$ cat src/rtl/vgachargen_defines.svh
`ifndef VGACHARGEN_DEFINES_SVH
`define VGACHARGEN_DEFINES_SVH

// horizontal timing in pixels
`define VGA_HD  10'd640
`define VGA_HF  10'd16
`define VGA_HSW 10'd96
`define VGA_HB  10'd48

// vertical timing in lines
`define VGA_VD  10'd480
`define VGA_VF  10'd10
`define VGA_VSW 10'd2
`define VGA_VB  10'd33

// clk_i cycles per pixel
`define VGA_CLK_DIV 4

// text grid
`define TEXT_COLS 80

// glyph cell size in pixels
`define GLYPH_W 8
`define GLYPH_H 16

// word address of the char and colour maps
`define TEXT_ADDR_W 10

// glyph code, also the font address
`define FONT_ADDR_W 8

`endif

$ cat src/rtl/vgachargen_pkg.sv
`include "vgachargen_defines.svh"

package vgachargen_pkg;

  typedef logic [9:0] hcount_t;
  typedef logic [9:0] vcount_t;

  // row * cols + col over the visible grid
  typedef logic [$clog2(`TEXT_COLS * (`VGA_VD / `GLYPH_H))-1:0] cell_addr_t;

  typedef logic [`TEXT_ADDR_W-1:0]         text_addr_t;
  typedef logic [31:0]                     text_word_t;
  typedef logic [3:0]                      byte_en_t;
  typedef logic [`FONT_ADDR_W-1:0]         glyph_code_t;
  typedef logic [`GLYPH_W*`GLYPH_H-1:0]    glyph_bits_t; // row * 8 + col
  typedef logic [$clog2(`GLYPH_W*`GLYPH_H)-1:0] glyph_bit_idx_t;
  typedef logic [3:0]                      color_code_t;

  typedef struct packed {
    logic [3:0] r;
    logic [3:0] g;
    logic [3:0] b;
  } rgb_t;

  typedef struct packed {
    logic       we;
    byte_en_t   be;
    text_addr_t addr;
    text_word_t wdata;
  } text_wr_t;

  typedef struct packed {
    logic        we;
    glyph_code_t addr;
    glyph_bits_t wdata;
  } font_wr_t;

  typedef enum logic [1:0] {
    DISPLAY,
    FRONT,
    SYNC,
    BACK
  } timing_state_e;

  // bit 3 is intensity and bits 2..0 enable r g b
  function automatic rgb_t color_decode(color_code_t code);
    logic [3:0] lvl_on;
    logic [3:0] lvl_off;
    rgb_t       c;
    lvl_on  = code[3] ? 4'hF : 4'hA;
    lvl_off = code[3] ? 4'h5 : 4'h0;
    c.r     = code[2] ? lvl_on : lvl_off;
    c.g     = code[1] ? lvl_on : lvl_off;
    c.b     = code[0] ? lvl_on : lvl_off;
    return c;
  endfunction

endpackage

$ cat src/rtl/vga_timing.sv
`timescale 1ns/1ps
`include "vgachargen_defines.svh"

module vga_timing (
  input  logic                    clk_i,
  input  logic                    arstn_i,
  output vgachargen_pkg::hcount_t hcount_o,
  output vgachargen_pkg::vcount_t vcount_o,
  output logic                    pixel_en_o,
  output logic                    hs_o,
  output logic                    vs_o
);

  localparam int unsigned DIV_W = $clog2(`VGA_CLK_DIV);

  localparam vgachargen_pkg::hcount_t H_DISP_END  = `VGA_HD - 1;
  localparam vgachargen_pkg::hcount_t H_FRONT_END = `VGA_HD + `VGA_HF - 1;
  localparam vgachargen_pkg::hcount_t H_SYNC_END  = `VGA_HD + `VGA_HF + `VGA_HSW - 1;
  localparam vgachargen_pkg::hcount_t H_LAST      = `VGA_HD + `VGA_HF + `VGA_HSW + `VGA_HB - 1;

  localparam vgachargen_pkg::vcount_t V_DISP_END  = `VGA_VD - 1;
  localparam vgachargen_pkg::vcount_t V_FRONT_END = `VGA_VD + `VGA_VF - 1;
  localparam vgachargen_pkg::vcount_t V_SYNC_END  = `VGA_VD + `VGA_VF + `VGA_VSW - 1;
  localparam vgachargen_pkg::vcount_t V_LAST      = `VGA_VD + `VGA_VF + `VGA_VSW + `VGA_VB - 1;

  logic [DIV_W-1:0]              div_cnt_q;
  logic                          pixel_stb;
  vgachargen_pkg::hcount_t       hcount_q;
  vgachargen_pkg::vcount_t       vcount_q;
  logic                          h_last;
  logic                          v_step;
  vgachargen_pkg::timing_state_e hstate_q;
  vgachargen_pkg::timing_state_e hstate_d;
  vgachargen_pkg::timing_state_e vstate_q;
  vgachargen_pkg::timing_state_e vstate_d;
  logic                          hs_q;
  logic                          vs_q;
  logic                          pixel_en_q;

  // one pixel strobe every VGA_CLK_DIV clocks
  always_ff @(posedge clk_i or negedge arstn_i) begin
    if (!arstn_i) begin
      div_cnt_q <= '0;
    end else if (div_cnt_q == '0) begin
      div_cnt_q <= DIV_W'(`VGA_CLK_DIV - 1);
    end else begin
      div_cnt_q <= div_cnt_q - 1'b1;
    end
  end

  assign pixel_stb = (div_cnt_q == '0);
  assign h_last    = (hcount_q == H_LAST);
  assign v_step    = pixel_stb & h_last; // end of line

  always_comb begin
    hstate_d = hstate_q;
    unique case (hstate_q)
      vgachargen_pkg::DISPLAY: if (hcount_q == H_DISP_END)  hstate_d = vgachargen_pkg::FRONT;
      vgachargen_pkg::FRONT:   if (hcount_q == H_FRONT_END) hstate_d = vgachargen_pkg::SYNC;
      vgachargen_pkg::SYNC:    if (hcount_q == H_SYNC_END)  hstate_d = vgachargen_pkg::BACK;
      vgachargen_pkg::BACK:    if (h_last)                  hstate_d = vgachargen_pkg::DISPLAY;
      default:                                              hstate_d = vgachargen_pkg::DISPLAY;
    endcase
  end

  always_comb begin
    vstate_d = vstate_q;
    if (h_last) begin // vertical moves only at line end
      unique case (vstate_q)
        vgachargen_pkg::DISPLAY: if (vcount_q == V_DISP_END)  vstate_d = vgachargen_pkg::FRONT;
        vgachargen_pkg::FRONT:   if (vcount_q == V_FRONT_END) vstate_d = vgachargen_pkg::SYNC;
        vgachargen_pkg::SYNC:    if (vcount_q == V_SYNC_END)  vstate_d = vgachargen_pkg::BACK;
        vgachargen_pkg::BACK:    if (vcount_q == V_LAST)      vstate_d = vgachargen_pkg::DISPLAY;
        default:                                              vstate_d = vgachargen_pkg::DISPLAY;
      endcase
    end
  end

  always_ff @(posedge clk_i or negedge arstn_i) begin
    if (!arstn_i) begin
      hcount_q   <= '0;
      vcount_q   <= '0;
      hstate_q   <= vgachargen_pkg::DISPLAY;
      vstate_q   <= vgachargen_pkg::DISPLAY;
      hs_q       <= 1'b1;
      vs_q       <= 1'b1;
      pixel_en_q <= 1'b0;
    end else if (pixel_stb) begin
      hcount_q   <= h_last ? '0 : hcount_q + 1'b1;
      hstate_q   <= hstate_d;
      vstate_q   <= vstate_d;
      hs_q       <= (hstate_d != vgachargen_pkg::SYNC); // active low
      vs_q       <= (vstate_d != vgachargen_pkg::SYNC);
      pixel_en_q <= (hstate_d == vgachargen_pkg::DISPLAY) &&
                    (vstate_d == vgachargen_pkg::DISPLAY);
      if (v_step) begin
        vcount_q <= (vcount_q == V_LAST) ? '0 : vcount_q + 1'b1;
      end
    end
  end

  assign hcount_o   = hcount_q;
  assign vcount_o   = vcount_q;
  assign hs_o       = hs_q;
  assign vs_o       = vs_q;
  assign pixel_en_o = pixel_en_q;

endmodule

$ cat config.mk
export PLATFORM = sky130hd
export DESIGN_NAME = vga_timing
export DESIGN_NICKNAME = d
export VERILOG_FILES = /design/src/rtl/vgachargen_pkg.sv /design/src/rtl/vga_timing.sv
export VERILOG_INCLUDE_DIRS = /design/src /design/src/rtl
export SDC_FILE = /design/constraint.sdc
export NUM_CORES = 1
export LEC_CHECK = 0
export BUFFER_PORTS_ARGS = -buffer_cell sky130_fd_sc_hd__buf_2
export CORE_ASPECT_RATIO = 1.2
export CORE_UTILIZATION = 55
export DETAILED_ROUTE_END_ITERATION = 8
export PLACE_DENSITY = 0.85
export SYNTH_ARGS = -nofsm -noshare
export SYNTH_HDL_FRONTEND = slang
export SYNTH_SLANG_ARGS = --single-unit
$ cat constraint.sdc
create_clock -name clk_i -period 2.4 [get_ports clk_i]
set_input_delay 0.12 -clock clk_i [delete_from_list [all_inputs] [get_ports clk_i]]
set_output_delay 0.12 -clock clk_i [all_outputs]
set_load 0.1 [all_outputs]
==> qor.csv <==
metric,value,unit
outcome,completed,
Post-Syn Nets,179,
Area Growth Syn to Fin,17.8,%
PnR worst setup slack,0.0752,ns
Main synth FF type,dfrtp_1,
post-route ant nets,0,
CP max stage delay,0.53,ns
initial antenna violation count,0,
DP Worst Slack,0.0377,ns
RD Place Congestion,0.848,
RR Startpoint,vcount_o[0]$_DFFE_PN0P_,
Leak,0.000854,µW
Post-synth ARST share,1.00,
"Hold Vio Cnt, Final",0,
die height,62.4,µm
Synth cell types,52,
DP HPWL,2820,µm
main combinational cell family by area after synthesis,simple AND/OR/NAND/NOR gates,
Final Skew,0.00542,ns
Wirelength per Cell,16.2,µm
PortBufs,24,
GRT Overall Usage,0.279,
Ys Warns,0,
Synth Area in Adders,0.0375,
WS Path Type,reg -> reg,
commonest cells in the netlist,"dfrtp_1 (27), nor2_1 (12), o21ai_0 (12), nand2_1 (11)",
first-pass GRT wire length,6740,µm
core area,0.00284,mm²
fin crit period,2.32,ns
Synth area leaders,"dfrtp_1 (40%), ha_1 (3.7%), o21ai_0 (3.6%)",
Worst-Margin Slew,0.642,ns
mux cell area share after synthesis,0.0322,
Die Width,52.3,µm
max cap viols,0,
clock tree buffer depth,2,
final WL,3910,µm
Setup-failing EPs final,0,
Cells after DPL,230,
CTS buffer count,5,
Worst Hold Class,in -> async,
Vias,1486,
Crit-path slowest cell,or4_4,
Nets,213,
power per cell area,429,mW/mm²
Post-Synth Simple-Gate Area,0.272,
Rows,21,
"area leader, netlist",dfrtp_1,
Initial DRC Count,91,
Crit. Startpoint,vcount_o[0]$_DFFE_PN0P_,
Synth Area in Compound Gates,0.133,
Worst Setup End Kind,register,
most numerous cell in the Yosys netlist,dfrtp_1,
Final period util,0.969,
Post-route DRC,0,
vias in the first global route,1400,
max_slew headroom,0.572,
synthesized area,0.00167,mm²
Synth Register Bits,29,
Syn Inst Count,172,
Critical Path RT,2.63,ns
xor/xnor cell area share of the yosys netlist,0.0367,
largest net degree at the start of global routing,30,
Setup Total Neg Slack,0,ns
clock-pin slew on the worst setup and hold paths,0.09,ns
top cell type's share of synthesized area,0.404,
Starting Density,0.589,
syn_area_per_cell,9.71,µm²
fmax,430,MHz
Final Max Slew Viols,0,
crit-path leading delay family,simple AND/OR/NAND/NOR gates,
Max IR drop VDD,0.351,mV
sequential-to-total area share from yosys stat,0.436,
"Arr. time, crit path",2.56,ns
Die ar.,0.00326,mm²
CP bufs+invs,1,
crit-path max FO,3,
worst skew pair latency,0.33,ns
share of layout cells above drive strength 1,0.357,
via/cell ratio,6.17,
CTS root buf,clkbuf_4,
number of flops mapped to enable cells by yosys,0,
diode count,0,
"Cell Chain, Critical Path",inv_2 > ha_1 > or4b_4 > or4_4 > o21ai_4 > nand2_2 > o41ai_2,
r2r setup slk,0.08,ns
CP startpoint kind,register,
fin cells,241,
grt ovf,0,
CTS Sinks,29,
first drt pass iteration count,4,
Ports,25,
CTS tree,yes,
H-tree depth,2,
[metrics by stage]
stage | cell area (µm²) | total power [µW] | util | hold WS, ns
after global routing | 1970 | 875 | 0.693 | 0.395
after global placement | 1860 | 508 | 0.654 | 0.159
after detailed placement | 1860 | 508 | 0.654 | 0.178
final | 1970 | 844 | 0.693 | 0.336
after floorplan | 1700 | 498 | - | -0.176
after CTS | 1940 | 845 | 0.682 | 0.358
[logic make-up (layout without fill, tap and decap cells)]
group,count (synthesis),after routing
multiplexers,5,5
AO/OA/AOI/OAI,34,34
adder cells (fa/ha/maj),5,5
AND/OR/NAND/NOR,76,76
XOR/XNOR,7,7
buffers and inverters,16,51
flip-flops,29,29
[path summary, 6_finish.rpt]
kind | depth (start not counted) | endpoint
max | 7 | pixel_en_o$_DFFE_PN0P_
min | 2 | vcount_o[1]$_DFFE_PN0P_
max reg2reg | 7 | pixel_en_o$_DFFE_PN0P_
min reg2reg | 1 | div_cnt_q[0]$_DFF_PN0_
max in group asynchronous | 2 | hcount_o[1]$_DFFE_PN0P_
min in group clk_i | 1 | div_cnt_q[0]$_DFF_PN0_
[final cells by class]
class                           instances  area [µm²]
Sequential cell                        29         756
Inverter                               10        37.5
Clock buffer                            7        65.1
Clock inverter                          1        5.00
Timing Repair Buffer                   33         190
Fill cell                             229         871
Multi-Input combinational cell        127         871
Tap cell                               34        42.5
[cell usage in the layout, fill, tap and decap left out, types with 2 or more instances in the layout]
cell type	n
a21oi_1	5
a31oi_1	5
and3_2	2
buf_2	24
buf_4	8
clkbuf_4	5
clkbuf_8	2
dfrtp_1	13
dfrtp_2	10
dfrtp_4	4
dfstp_2	2
ha_1	5
inv_1	8
inv_2	2
mux2_2	3
mux2i_1	2
nand2_1	11
nand2b_1	4
nand3_1	10
nand4_1	7
nor2_1	12
nor2b_1	2
nor3_1	7
nor4_1	2
o21ai_0	12
o22ai_1	2
o31ai_1	2
xnor2_1	3
xor2_1	4
[power by group]
part / switching, µW / total, µW / internal, µW / leakage [µW]
Combinational: 9.21 / 10.8 / 1.63 / 0.000466
Sequential: 0 / 488 / 488 / 0.000347
Clock: 175 / 345 / 170 / 0.0000413
[per-layer routing]
metal  vias up  track usage  routed length [µm]
met5         -            0                   0
met4         0        0.105                  64
met3         7       0.0681                 194
met2        47        0.446                2060
met1       731        0.358                1600
li1        701            -                   -
[timing repair]
| item | 4_1_cts | 5_1_grt |
|---|---|---|
| setup buffers | 0 | 2 |
| gates resized for setup | 0 | 2 |
| hold endpoints to repair | 27 | 0 |
| hold buffers | 1 | 0 |
| endpoints found under the setup margin | 0 | 3 |
[registers in the layout, summed over array words and instances, names as in the netlist]
| name | cells |
|---|---|
| pixel_en_o | 1 |
| hcount_o | 10 |
| vs_o | 1 |
| hstate_q | 2 |
| div_cnt_q | 2 |
| hs_o | 1 |
| vstate_q | 2 |
| vcount_o | 10 |
Power figures use the tool's default switching activity.
