<file path="src/rtl/vgachargen_defines.svh">
`ifndef VGACHARGEN_DEFINES_SVH
`define VGACHARGEN_DEFINES_SVH

// horizontal timing in pixels
`define VGA_HD  10'd640
`define VGA_HF  10'd16
`define VGA_HSW 10'd96
`define VGA_HB  10'd48

// vertical timing in lines
`define VGA_VD  10'd480
`define VGA_VF  10'd10
`define VGA_VSW 10'd2
`define VGA_VB  10'd33

// clk_i cycles per pixel
`define VGA_CLK_DIV 4

// text grid
`define TEXT_COLS 80

// glyph cell size in pixels
`define GLYPH_W 8
`define GLYPH_H 16

// word address of the char and colour maps
`define TEXT_ADDR_W 10

// glyph code, also the font address
`define FONT_ADDR_W 8

`endif

</file>
<file path="src/rtl/vgachargen_pkg.sv">
`include "vgachargen_defines.svh"

package vgachargen_pkg;

  typedef logic [9:0] hcount_t;
  typedef logic [9:0] vcount_t;

  // row * cols + col over the visible grid
  typedef logic [$clog2(`TEXT_COLS * (`VGA_VD / `GLYPH_H))-1:0] cell_addr_t;

  typedef logic [`TEXT_ADDR_W-1:0]         text_addr_t;
  typedef logic [31:0]                     text_word_t;
  typedef logic [3:0]                      byte_en_t;
  typedef logic [`FONT_ADDR_W-1:0]         glyph_code_t;
  typedef logic [`GLYPH_W*`GLYPH_H-1:0]    glyph_bits_t; // row * 8 + col
  typedef logic [$clog2(`GLYPH_W*`GLYPH_H)-1:0] glyph_bit_idx_t;
  typedef logic [3:0]                      color_code_t;

  typedef struct packed {
    logic [3:0] r;
    logic [3:0] g;
    logic [3:0] b;
  } rgb_t;

  typedef struct packed {
    logic       we;
    byte_en_t   be;
    text_addr_t addr;
    text_word_t wdata;
  } text_wr_t;

  typedef struct packed {
    logic        we;
    glyph_code_t addr;
    glyph_bits_t wdata;
  } font_wr_t;

  typedef enum logic [1:0] {
    DISPLAY,
    FRONT,
    SYNC,
    BACK
  } timing_state_e;

  // bit 3 is intensity and bits 2..0 enable r g b
  function automatic rgb_t color_decode(color_code_t code);
    logic [3:0] lvl_on;
    logic [3:0] lvl_off;
    rgb_t       c;
    lvl_on  = code[3] ? 4'hF : 4'hA;
    lvl_off = code[3] ? 4'h5 : 4'h0;
    c.r     = code[2] ? lvl_on : lvl_off;
    c.g     = code[1] ? lvl_on : lvl_off;
    c.b     = code[0] ? lvl_on : lvl_off;
    return c;
  endfunction

endpackage

</file>
<file path="src/rtl/glyph_pixel_pipe.sv">
`timescale 1ns/1ps
`include "vgachargen_defines.svh"

module glyph_pixel_pipe (
  input  logic                        clk_i,
  input  logic                        arstn_i,
  input  vgachargen_pkg::hcount_t     hcount_i,
  input  vgachargen_pkg::vcount_t     vcount_i,
  input  logic                        pixel_en_i,
  input  logic                        hs_i,
  input  logic                        vs_i,
  output vgachargen_pkg::text_addr_t  text_addr_o,
  input  vgachargen_pkg::text_word_t  char_word_i,
  input  vgachargen_pkg::text_word_t  col_word_i,
  output vgachargen_pkg::glyph_code_t font_addr_o,
  input  vgachargen_pkg::glyph_bits_t glyph_i,
  output vgachargen_pkg::rgb_t        rgb_o,
  output logic                        hs_o,
  output logic                        vs_o
);

  localparam int unsigned COL_SHIFT = $clog2(`GLYPH_W);
  localparam int unsigned ROW_SHIFT = $clog2(`GLYPH_H);

  typedef struct packed {
    logic hs;
    logic vs;
    logic pixel_en;
  } video_flags_t;

  localparam video_flags_t FLAGS_IDLE = '{hs: 1'b1, vs: 1'b1, pixel_en: 1'b0};

  vgachargen_pkg::cell_addr_t     cell_row;
  vgachargen_pkg::cell_addr_t     cell_col;
  vgachargen_pkg::cell_addr_t     cell_idx;
  vgachargen_pkg::glyph_bit_idx_t bit_idx;
  video_flags_t                   flags_in;

  logic [1:0]                     lane_q1;
  vgachargen_pkg::glyph_bit_idx_t bit_idx_q1;
  vgachargen_pkg::glyph_bit_idx_t bit_idx_q2;
  video_flags_t                   flags_q1;
  video_flags_t                   flags_q2;
  logic [7:0]                     col_byte;
  logic [7:0]                     col_byte_q2;

  logic                           glyph_bit;
  vgachargen_pkg::rgb_t           fg_rgb;
  vgachargen_pkg::rgb_t           bg_rgb;
  vgachargen_pkg::rgb_t           rgb_q;
  logic                           hs_q;
  logic                           vs_q;

  // index generation
  assign cell_row = vgachargen_pkg::cell_addr_t'(vcount_i >> ROW_SHIFT);
  assign cell_col = vgachargen_pkg::cell_addr_t'(hcount_i >> COL_SHIFT);
  assign cell_idx = (cell_row << 6) + (cell_row << 4) + cell_col; // row * 80
  assign bit_idx  = {vcount_i[ROW_SHIFT-1:0], hcount_i[COL_SHIFT-1:0]};

  assign text_addr_o = cell_idx[$bits(cell_idx)-1:2];
  assign flags_in    = '{hs: hs_i, vs: vs_i, pixel_en: pixel_en_i};

  // map words are valid one clock after text_addr_o
  assign font_addr_o = char_word_i[{lane_q1, 3'b000} +: 8];
  assign col_byte    = col_word_i[{lane_q1, 3'b000} +: 8];

  always_ff @(posedge clk_i) begin
    lane_q1     <= cell_idx[1:0];
    bit_idx_q1  <= bit_idx;
    bit_idx_q2  <= bit_idx_q1;
    col_byte_q2 <= col_byte; // lines up with glyph_i
  end

  always_ff @(posedge clk_i or negedge arstn_i) begin
    if (!arstn_i) begin
      flags_q1 <= FLAGS_IDLE;
      flags_q2 <= FLAGS_IDLE;
    end else begin
      flags_q1 <= flags_in;
      flags_q2 <= flags_q1;
    end
  end

  assign glyph_bit = glyph_i[bit_idx_q2];
  assign fg_rgb    = vgachargen_pkg::color_decode(col_byte_q2[7:4]);
  assign bg_rgb    = vgachargen_pkg::color_decode(col_byte_q2[3:0]);

  always_ff @(posedge clk_i or negedge arstn_i) begin
    if (!arstn_i) begin
      rgb_q <= '0;
      hs_q  <= 1'b1;
      vs_q  <= 1'b1;
    end else begin
      rgb_q <= flags_q2.pixel_en ? (glyph_bit ? fg_rgb : bg_rgb) : '0; // blank off screen
      hs_q  <= flags_q2.hs;
      vs_q  <= flags_q2.vs;
    end
  end

  assign rgb_o = rgb_q;
  assign hs_o  = hs_q;
  assign vs_o  = vs_q;

endmodule

</file>
<file path="config.mk">
export PLATFORM = sky130hd
export DESIGN_NAME = glyph_pixel_pipe
export DESIGN_NICKNAME = d
export VERILOG_FILES = /design/src/rtl/vgachargen_pkg.sv /design/src/rtl/glyph_pixel_pipe.sv
export VERILOG_INCLUDE_DIRS = /design/src /design/src/rtl
export SDC_FILE = /design/constraint.sdc
export NUM_CORES = 1
export LEC_CHECK = 0
export BUFFER_PORTS_ARGS = -buffer_cell sky130_fd_sc_hd__buf_2
export CORE_MARGIN = 1.5
export CORE_UTILIZATION = 25
export CTS_BUF_LIST = sky130_fd_sc_hd__clkbuf_4
export DETAILED_ROUTE_END_ITERATION = 10
export GPL_ROUTABILITY_DRIVEN = 0
export SYNTH_ARGS = -nofsm -noshare
export SYNTH_HDL_FRONTEND = slang
export SYNTH_SLANG_ARGS = --single-unit
export TNS_END_PERCENT = 10
</file>
<file path="constraint.sdc">
create_clock -name clk_i -period 4.4 [get_ports clk_i]
set_input_delay 0.44 -clock clk_i [delete_from_list [all_inputs] [get_ports clk_i]]
set_output_delay 0.44 -clock clk_i [all_outputs]
set_load 0.005 [all_outputs]
</file>
==> summary.txt, run 1 <==
Clock tree
  • Clock sink total: 36
  • Worst-Skew Late Latency: 340 ps
  • H-tree depth: 2
  • Clock transition at path regs: 110 ps
  • Clock Path Buffers: 2
  • CTS resizes: 0
  • # Post-CTS Setup Buffers: 0
  • CTS tree: yes
  • CTS Hold Bufs: 1
  • Clk Tree Root Cell: clkbuf_4
  • CTS buffer count: 5

Timing
  • Relative slew slack: 0.3513
  • Final Hold Viols: 0
  • Slew Viols, Final: 0
  • Setup TNS: 0 ps
  • Least-Margin Pin Slew: 971.7 ps
  • Final WS setup: 1486 ps
  • Final setup viols: 0
  • Crit path time final: 2914 ps
  • Clock Skew: 6.076 ps
  • RSZ-0062 raised after global routing: false
  • Final Hold Slack: 191.5 ps
  • Maximum clock rate: 343.2 MHz
  • Tcrit/Tclk final: 0.6623

Final layout
  • Share of cells above drive strength 1: 0.7009
  • Fin util: 0.3742
  • # diodes: 0
  • Nets: 657
  • Area growth syn-to-layout: 46.53%

Worst setup path
  • Startpoint types: input pin
  • Required @ worst endpoint: 3960 ps
  • CP Depth: 12
  • Crit-path max FO: 2
  • Crit end category: output port
  • Setup CP Type: in2out
  • WP data arrival: 2470 ps
  • Kind of cell adding the most delay to the critical path: adder cells
  • CP bufs+invs: 4
  • Slowest stage cell, crit path: fa_1
  • Worst-path cell chain: buf_2 -> inv_1 -> fa_1 -> inv_1 -> fa_1 -> a21oi_1 -> nor2_1 -> nor2_1 -> o21bai_1 -> a21oi_1 -> xnor2_1 -> buf_2
  • R2r worst-path depth: 6
  • Biggest cell delay along the critical path: 530 ps

Yosys
  • Commonest cells in the netlist: 37 x mux4_2, 24 x dfxtp_1, 12 x buf_4
  • Mapped Nets: 429
  • Synth area leader: mux4_2
  • Seq cells post-synth: 36
  • Syn_area_per_cell: 13.85 µm²
  • Syn. warnings: 0
  • Register area share after synthesis: 0.2860
  • Number of enable flip-flop cells after synthesis: 0
  • Most frequent cell after synthesis: mux4_2
  • Ranking of synthesized cells by area: mux4_2 30%, dfxtp_1 17%, mux4_1 10%, dfstp_2 5.7%, dfrtp_1 5.4%
  • Unique masters post-synth: 34
  • Yosys top cell area share: 0.3023
  • Main synth FF type: dfxtp_1
  • Mapped Area: 0.002756 mm²
  • Ys async rst share: 0.3333
  • Cell count after synthesis: 199

Floorplan
  • Die area: 0.01166 mm²
  • Top-level port count: 249
  • Die H: 108 µm
  • Initial Utilization: 0.2554
  • FP Rows: 38
  • Die W: 108 µm
  • Core Footprint: 0.01079 mm²

Routing
  • Wirelength per Cell: 15.58 µm
  • Via density: 4.650
  • Drt pass-1 iters: 4
  • Iteration-0 DRC Markers: 85
  • Total wire length: 8851 µm
  • Final antenna-violating net count: 0
  • DR DRC count: 0
  • Via count: 2641

GRT
  • Initial antenna violation count: 0
  • Number of global-route vias before repair: 2697
  • Gr ovfl total: 0
  • Largest net degree at the start of global routing: 29
  • Total track usage: 0.1458
  • First-pass GRT wire length: 13130 µm

Power and ir drop
  • Pwr/cell area: 217.7 mW/mm²
  • Psw: 0.2512 mW
  • Peak VDD IR: 0.1201 mV
  • Sequential share of power: 0.438
  • Net switching fraction of the power: 0.2857
  • Clock share of power: 0.210
  • Combinational power share: 0.352
  • P_int: 0.6280 mW
  • Leakage power: 2.015 nW

Placement
  • Port bufs: 244
  • DP Worst Slack: 1471 ps
  • HPWL Detailed: 7670 µm

Hold path
  • Hold Path Class: in2reg
  • Hold depth: 1

Outcome
  • Status: complete, no violations

Job
  • Max Cap Viol: 0
## worst paths after layout
kind / startpoint / to / slack (ps)
setup / recovery: hcount_i[9] / text_addr_o[9] / 1490
hold / removal: hcount_i[0] / bit_idx_q1[0] / 190
setup reg to reg: bit_idx_q2[0] / rgb_o[10] / 1770
hold reg to reg: bit_idx_q1[0] / bit_idx_q2[0] / 340
max in group asynchronous: arstn_i / hs_o / 3640
min in group asynchronous: arstn_i / rgb_o[1] / 500
## cell usage in the layout (no fill, tap or decap), types with 6 or more instances in the layout
cell / n
mux4_1: 11
dfxtp_1: 23
inv_1: 7
ha_1: 11
clkbuf_4: 7
o22ai_1: 8
mux4_2: 37
buf_2: 244
mux2i_1: 8
nand2_1: 8
dfrtp_1: 6
nor2_1: 7
dfstp_2: 6
a21oi_1: 11
## sequential cells by signal, indices dropped and copies added, names as in the netlist
register	cells
bit_idx_q2	7
col_byte_q2	8
flags_q2	3
bit_idx_q1	7
vs_o	1
lane_q1	2
hs_o	1
rgb_o	4
flags_q1	3
## final cells by class
cell class | count | area (µm²)
Clock inverter | 1 | 8.758
Timing Repair Buffer | 246 | 1239
Fill cell | 1070 | 6754
Sequential cell | 36 | 789.5
Clock buffer | 7 | 52.55
Multi-Input combinational cell | 131 | 1748
Tap cell | 140 | 175.2
Inverter | 7 | 26.28
## through the flow
| stage | cell area [µm²] | total power [mW] | std cells |
|---|---|---|---|
| after detailed placement | 3968 | 0.7050 | 559 |
| after global routing | 4039 | 0.9444 | 568 |
| after floorplan | 2756 | 0.5624 | 199 |
| final | 4039 | 0.8793 | 568 |
| after CTS | 4039 | 0.8970 | 568 |
| after global placement | 3968 | 0.6956 | 559 |
## kinds of logic (layout without fill, tap and decap cells)
group                      after synthesis  count (layout)  synth area share
AOI/OAI and AO/OA                       34              34           0.07672
xor gates and xnor gates                 5               5           0.01589
adders and majority gates               13              13           0.06446
buffers and inverters                   32             261           0.07989
DFF                                     36              36            0.2860
muxes                                   56              56            0.4362
and+or+nand+nor                         23              23           0.04085
## metal layers
layer | vias to the layer above | share of wire | global-route usage
li1 | 1251 | - | -
met4 | 0 | 0.013 | 0.03759
met1 | 1273 | 0.39 | 0.1695
met5 | - | 0 | 0
met3 | 12 | 0.066 | 0.03737
met2 | 105 | 0.53 | 0.2658
## power by group through the flow
| stage | clock (mW) | combinational [mW] | sequential, mW |
|---|---|---|---|
| floorplan | 0 | 0.192 | 0.370 |
| global placement | 0 | 0.304 | 0.392 |
| detailed placement | 0 | 0.312 | 0.393 |
| CTS | 0.197 | 0.314 | 0.387 |
| global route | 0.213 | 0.340 | 0.391 |
| finish | 0.185 | 0.310 | 0.385 |
## worst register-to-register path: stages, from the launching register on
cell	delay, ps
dfxtp_2	910
mux4_1	450
o22ai_1	80
a2111oi_0	500
o21ai_1	160
nand4_2	210
mux2i_1	230
Power figures use the tool's default switching activity.
==> run 2, diff against run 1 <==
- clock period: 4.4 -> 2.8 ns (I/O delays scaled with it)
==> run 2 against run 1 <==
  * Sequential power grew 52%
  * Register-to-register slack lost 1200 ps
  * Die area is the same
  * Cell count grew 1.6%
  * Critical path depth is the same
  * Highest routed layer unchanged
==> summary.txt, run 2 (synthesized netlist as in run 1, its figures left out) <==
Routing
  • Total wire length: 8722 µm (-1.5%)
  • Via density: 4.645 (-0.11%)
  • Iteration-0 DRC Markers: 112 (+32%)
  • Via count: 2680 (+1.5%)
  • DR DRC count: 0 (unchanged)
  • Final antenna-violating net count: 0 (unchanged)
  • Drt pass-1 iters: 4 (unchanged)
  • Wirelength per Cell: 15.12 µm (-3.0%)

Timing
  • Clock Skew: 15.31 ps (+9.235 ps)
  • Slew Viols, Final: 0 (unchanged)
  • RSZ-0062 raised after global routing: false
  • Final Hold Viols: 0 (unchanged)
  • Final setup viols: 0 (unchanged)
  • Least-Margin Pin Slew: 713.9 ps (-257.8 ps)
  • Maximum clock rate: 379.3 MHz
  • Final WS setup: 163.9 ps (-1322 ps)
  • Relative slew slack: 0.5234 (+0.1721)
  • Crit path time final: 2636 ps
  • Setup TNS: 0 ps (unchanged)
  • Tcrit/Tclk final: 0.9415

Placement
  • HPWL Detailed: 7558 µm (-1.5%)
  • Port bufs: 244 (unchanged)
  • DP Worst Slack: 165.0 ps (-1306 ps)
  • Placed Instances: 563 (+0.72%)

Final layout
  • Post-Layout Cell Count: 577 (+1.6%)
  • Nets: 666 (+1.4%)
  • Commonest cells after routing, fill and taps aside: 244 x buf_2, 37 x mux4_2, 23 x dfxtp_1
  • # diodes: 0 (unchanged)
  • FF/Latch Area: 789.5 µm² (unchanged)
  • Number of flip-flops in the largest register: 8 (unchanged)
  • Share of cells above drive strength 1: 0.6957 (-0.005282)
  • Fill count: 1078 (+0.75%)
  • Leading cell type in the layout, fill and taps excluded: buf_2
  • Fin util: 0.3835 (+0.009275)
  • Largest Register: col_byte_q2
  • Largest regs: col_byte_q2 x8, bit_idx_q1 x7, bit_idx_q2 x7
  • Area growth syn-to-layout: 50.16%
  • Multi-input gate area: 0.001748 mm² (unchanged)

Power and ir drop
  • Final Power: 1.380 mW (+57%)
  • Pwr/cell area: 333.4 mW/mm² (+53%)
  • Peak VDD IR: 0.1713 mV (+43%)
  • Leakage power: 2.062 nW (+2.4%)

Clock tree
  • CTS tree: yes
  • Clock transition at path regs: 100 ps (about the same)
  • CTS resizes: 0 (unchanged)
  • CTS buffer count: 5 (unchanged)
  • H-tree depth: 2 (unchanged)
  • Clk Tree Root Cell: clkbuf_4
  • # Post-CTS Setup Buffers: 0 (unchanged)
  • Clock sink total: 36 (unchanged)
  • Clock Path Buffers: 2 (unchanged)
  • Worst-Skew Late Latency: 340 ps (about the same)

Worst setup path
  • Startpoint types: input pin
  • Required @ worst endpoint: 2520 ps (-1440 ps)
  • Crit-path max FO: 2 (unchanged)
  • Crit end category: output port
  • WP data arrival: 2360 ps (-110 ps)
  • Setup CP Type: in2out
  • Worst reg-to-reg setup slack: 570 ps (-1200 ps)

Floorplan
  • Die W: 108 µm (unchanged)
  • Die H: 108 µm (unchanged)
  • Initial Utilization: 0.2554 (unchanged)
  • Core Footprint: 0.01079 mm² (unchanged)
  • Die area: 0.01166 mm² (unchanged)
  • Top-level port count: 249 (unchanged)
  • FP Rows: 38 (unchanged)

Job
  • Max Cap Viol: 0 (unchanged)

Hold path
  • Hold Path Class: in2reg

GRT
  • Total track usage: 0.1452 (-0.0005736)
  • Gr ovfl total: 0 (unchanged)
  • Largest net degree at the start of global routing: 31 (+6.9%)
  • Number of global-route vias before repair: 2768 (+2.6%)
  • Initial antenna violation count: 0 (unchanged)
  • First-pass GRT wire length: 13160 µm (+0.21%)

Outcome
  • Status: complete, no violations
run 2: cell count changes in the layout (fill, tap and decap cells not counted):
cell / before / now
dlygate4sd3_1: 1 / 6
buf_12: 0 / 2
buf_4: 1 / 3
clkbuf_4: 7 / 5
clkinv_2: 0 / 2
run 2: metal layers:
metal  share of wire  track usage  wire, µm
met1            0.39       0.1767      3431
met2            0.52       0.2572      4549
met3           0.069      0.03134       604
met4           0.016      0.04229       137
met5               0            0         0
run 2: final timing paths:
kind / from / end / cells after the start
setup / recovery: hcount_i[9] / text_addr_o[9] / 12
hold / removal: vs_i / flags_q1[1] / 1
setup reg to reg: bit_idx_q2[1] / rgb_o[10] / 7
hold reg to reg: bit_idx_q1[0] / bit_idx_q2[0] / 0
max in group asynchronous: arstn_i / flags_q1[2] / 2
min in group asynchronous: arstn_i / rgb_o[5] / 2
run 2: layout make-up:
class | count | area share
Clock inverter | 3 | 0.004534
Tap cell | 140 | 0.04232
Sequential cell | 36 | 0.1907
Timing Repair Buffer | 255 | 0.3247
Multi-Input combinational cell | 131 | 0.4223
Clock buffer | 5 | 0.009069
Inverter | 7 | 0.006348
run 2: critical path, cell delays in order:
cell      delay, ps
buf_2            70
inv_1            50
fa_1            530
inv_1            70
fa_1            460
a21oi_1         150
nor2_1           50
nor2_1          160
o21bai_1         90
a21oi_1         170
xnor2_1         130
buf_2           130
run 2: where the power goes:
| group | internal, mW | switching (mW) | leakage (nW) |
|---|---|---|---|
| Combinational | 0.322 | 0.193 | 1.69 |
| Clock | 0.0964 | 0.182 | 0.0349 |
| Sequential | 0.556 | 0.0301 | 0.340 |
run 2: repair_timing:
action | 4_1_cts | 5_1_grt
endpoints found under the setup margin | 0 | 0
hold buffers | 1 | 5
endpoints found under the hold margin | 6 | 5
run 2: metrics by stage:
stage	hold WS (ps)	cell area, µm²
after floorplan	-15.59	2756
final	37.45	4139
after detailed placement	159.1	4023
after global routing	2.173	4139
after CTS	0.01271	4089
after global placement	156.6	4023
==> run 3, diff against run 2 <==
- RECOVER_POWER: default -> 25
==> run 3 against run 2 <==
  * Core utilization hardly changed
  * Total power hardly changed
  * Critical path depth unchanged
  * Routed wire length is essentially flat
  * Maximum frequency unchanged
  * Cell count stayed put
  * Highest routed layer unchanged
  * First-iteration DRC count shrank 1.8%
  * Largest cell class unchanged
  * Sequential share of layout area barely moved
  * Setup slack is the same
  * Clock skew about the same
  * Die area did not move
  * Sequential cell count stayed put
==> summary.txt, run 3 (synthesized netlist as in run 1, its figures left out) <==
Outcome
  • Status: complete, no violations

Clock tree
  • CTS tree: yes
  • Clock Path Buffers: 2 (unchanged)
  • CTS resizes: 0 (unchanged)
  • # Post-CTS Setup Buffers: 0 (unchanged)
  • Clock transition at path regs: 100 ps (about the same)
  • Clock sink total: 36 (unchanged)
  • CTS Hold Bufs: 1 (unchanged)
  • Clk Tree Root Cell: clkbuf_4
  • CTS buffer count: 5 (unchanged)
  • H-tree depth: 2 (unchanged)
  • Worst-Skew Late Latency: 340 ps (about the same)

Final layout
  • Leading cell type in the layout, fill and taps excluded: buf_2
  • Area growth syn-to-layout: 50.11% (about the same)
  • Post-route cell area: 0.004138 mm² (about the same)
  • Commonest cells after routing, fill and taps aside: 243 x buf_2, 37 x mux4_2, 23 x dfxtp_1
  • Fill count: 1079 (+0.093%)
  • Nets: 666 (unchanged)
  • Largest Register: col_byte_q2
  • Share of cells above drive strength 1: 0.6934 (-0.002288)
  • Largest regs: col_byte_q2 x8, bit_idx_q1 x7, bit_idx_q2 x7
  • # diodes: 0 (unchanged)
  • Number of flip-flops in the largest register: 8 (unchanged)

Worst setup path
  • Setup CP Type: in2out
  • Crit-path max FO: 2 (unchanged)
  • Required @ worst endpoint: 2520 ps (about the same)
  • R2r worst-path depth: 7 (unchanged)
  • Startpoint types: input pin
  • WP data arrival: 2360 ps (about the same)
  • Crit end category: output port

Routing
  • Final antenna-violating net count: 0 (unchanged)
  • Iteration-0 DRC Markers: 110 (-1.8%)
  • Wirelength per Cell: 15.12 µm (about the same)
  • Via count: 2680 (unchanged)
  • DR DRC count: 0 (unchanged)
  • Drt pass-1 iters: 4 (unchanged)
  • Total wire length: 8723 µm (about the same)
  • Via density: 4.645 (unchanged)

Hold path
  • Hold Path Class: in2reg
  • Hold depth: 1 (unchanged)

Floorplan
  • Die W: 108 µm (unchanged)
  • Top-level port count: 249 (unchanged)
  • Core Footprint: 0.01079 mm² (unchanged)
  • Die H: 108 µm (unchanged)
  • Initial Utilization: 0.2554 (unchanged)
  • Die area: 0.01166 mm² (unchanged)
  • FP Rows: 38 (unchanged)

Timing
  • Final Hold Viols: 0 (unchanged)
  • Maximum clock rate: 379.3 MHz (unchanged)
  • RSZ-0062 raised after global routing: false
  • Least-Margin Pin Slew: 713.9 ps (unchanged)
  • Clock Skew: 15.19 ps (-0.1164 ps)
  • Slew Viols, Final: 0 (unchanged)
  • Setup TNS: 0 ps (unchanged)
  • Relative slew slack: 0.5234 (unchanged)
  • Tcrit/Tclk final: 0.9415 (unchanged)
  • Final setup viols: 0 (unchanged)
  • Crit path time final: 2636 ps (unchanged)

Job
  • Max Cap Viol: 0 (unchanged)

GRT
  • Initial antenna violation count: 0 (unchanged)
  • Total track usage: 0.1452 (unchanged)
  • First-pass GRT wire length: 13160 µm (unchanged)
  • Gr ovfl total: 0 (unchanged)
  • Number of global-route vias before repair: 2768 (unchanged)
  • Largest net degree at the start of global routing: 31 (unchanged)

Power and ir drop
  • Leakage power: 2.060 nW (-0.13%)
  • Pwr/cell area: 333.5 mW/mm² (about the same)
  • Peak VDD IR: 0.1713 mV (unchanged)

Placement
  • HPWL Detailed: 7558 µm (unchanged)
  • Port bufs: 244 (unchanged)
  • Placement-stage cell area: 0.004023 mm² (unchanged)
==> run 3: cell types whose count changed in the layout (fill, tap and decap cells not counted) <==
cell      change
buf_2         -1
clkbuf_1      +1
==> run 3: path summary, 6_finish.rpt <==
check,start,to,slack (ps)
min in group asynchronous,arstn_i,rgb_o[5],450
hold / removal,vs_i,flags_q1[1],40
max in group asynchronous,arstn_i,flags_q1[0],1970
hold reg to reg,bit_idx_q1[0],bit_idx_q2[0],340
setup reg to reg,bit_idx_q2[1],rgb_o[10],570
setup / recovery,hcount_i[9],text_addr_o[9],160
==> run 3: where the power goes <==
| group | internal [mW] | leakage [nW] | switching (mW) |
|---|---|---|---|
| sequential | 0.556 | 0.340 | 0.0301 |
| clock | 0.0964 | 0.0349 | 0.182 |
| combinational | 0.322 | 1.68 | 0.193 |
==> run 3: stage by stage <==
stage	util	std cells	hold WS, ps	worst slack (ps)	power (mW)
2_1_floorplan	-	199	-15.59	496.3	0.8838
3_3_place_gp	0.3727	563	156.6	221.6	1.102
3_5_place_dp	0.3727	563	159.1	165.0	1.114
4_1_cts	0.3789	572	0.01271	152.6	1.405
5_1_grt	0.3834	577	2.173	1.142	1.487
6_report	0.3834	577	37.30	163.9	1.380
==> run 3: critical path: stages <==
cell,delay [ps]
buf_2,70
inv_1,50
fa_1,530
inv_1,70
fa_1,460
a21oi_1,150
nor2_1,50
nor2_1,160
o21bai_1,90
a21oi_1,170
xnor2_1,130
buf_2,130
==> run 3: area by class of cell <==
type / instances / area [µm²] / share of cell area
multi-input combinational: 131 / 1748 / 0.4224
timing repair buffer: 255 / 1343 / 0.3245
sequential: 36 / 789.5 / 0.1908
tap: 140 / 175.2 / 0.04233
clock buffer: 5 / 37.54 / 0.009072
inverter: 7 / 26.28 / 0.006350
clock inverter: 3 / 18.77 / 0.004536
==> run 3: routing by layer <==
layer	vias to the layer above	track usage	wire, µm
li1	1269	-	-
met1	1284	0.1767	3431
met2	112	0.2572	4549
met3	15	0.03134	604
met4	0	0.04229	137
met5	-	0	0
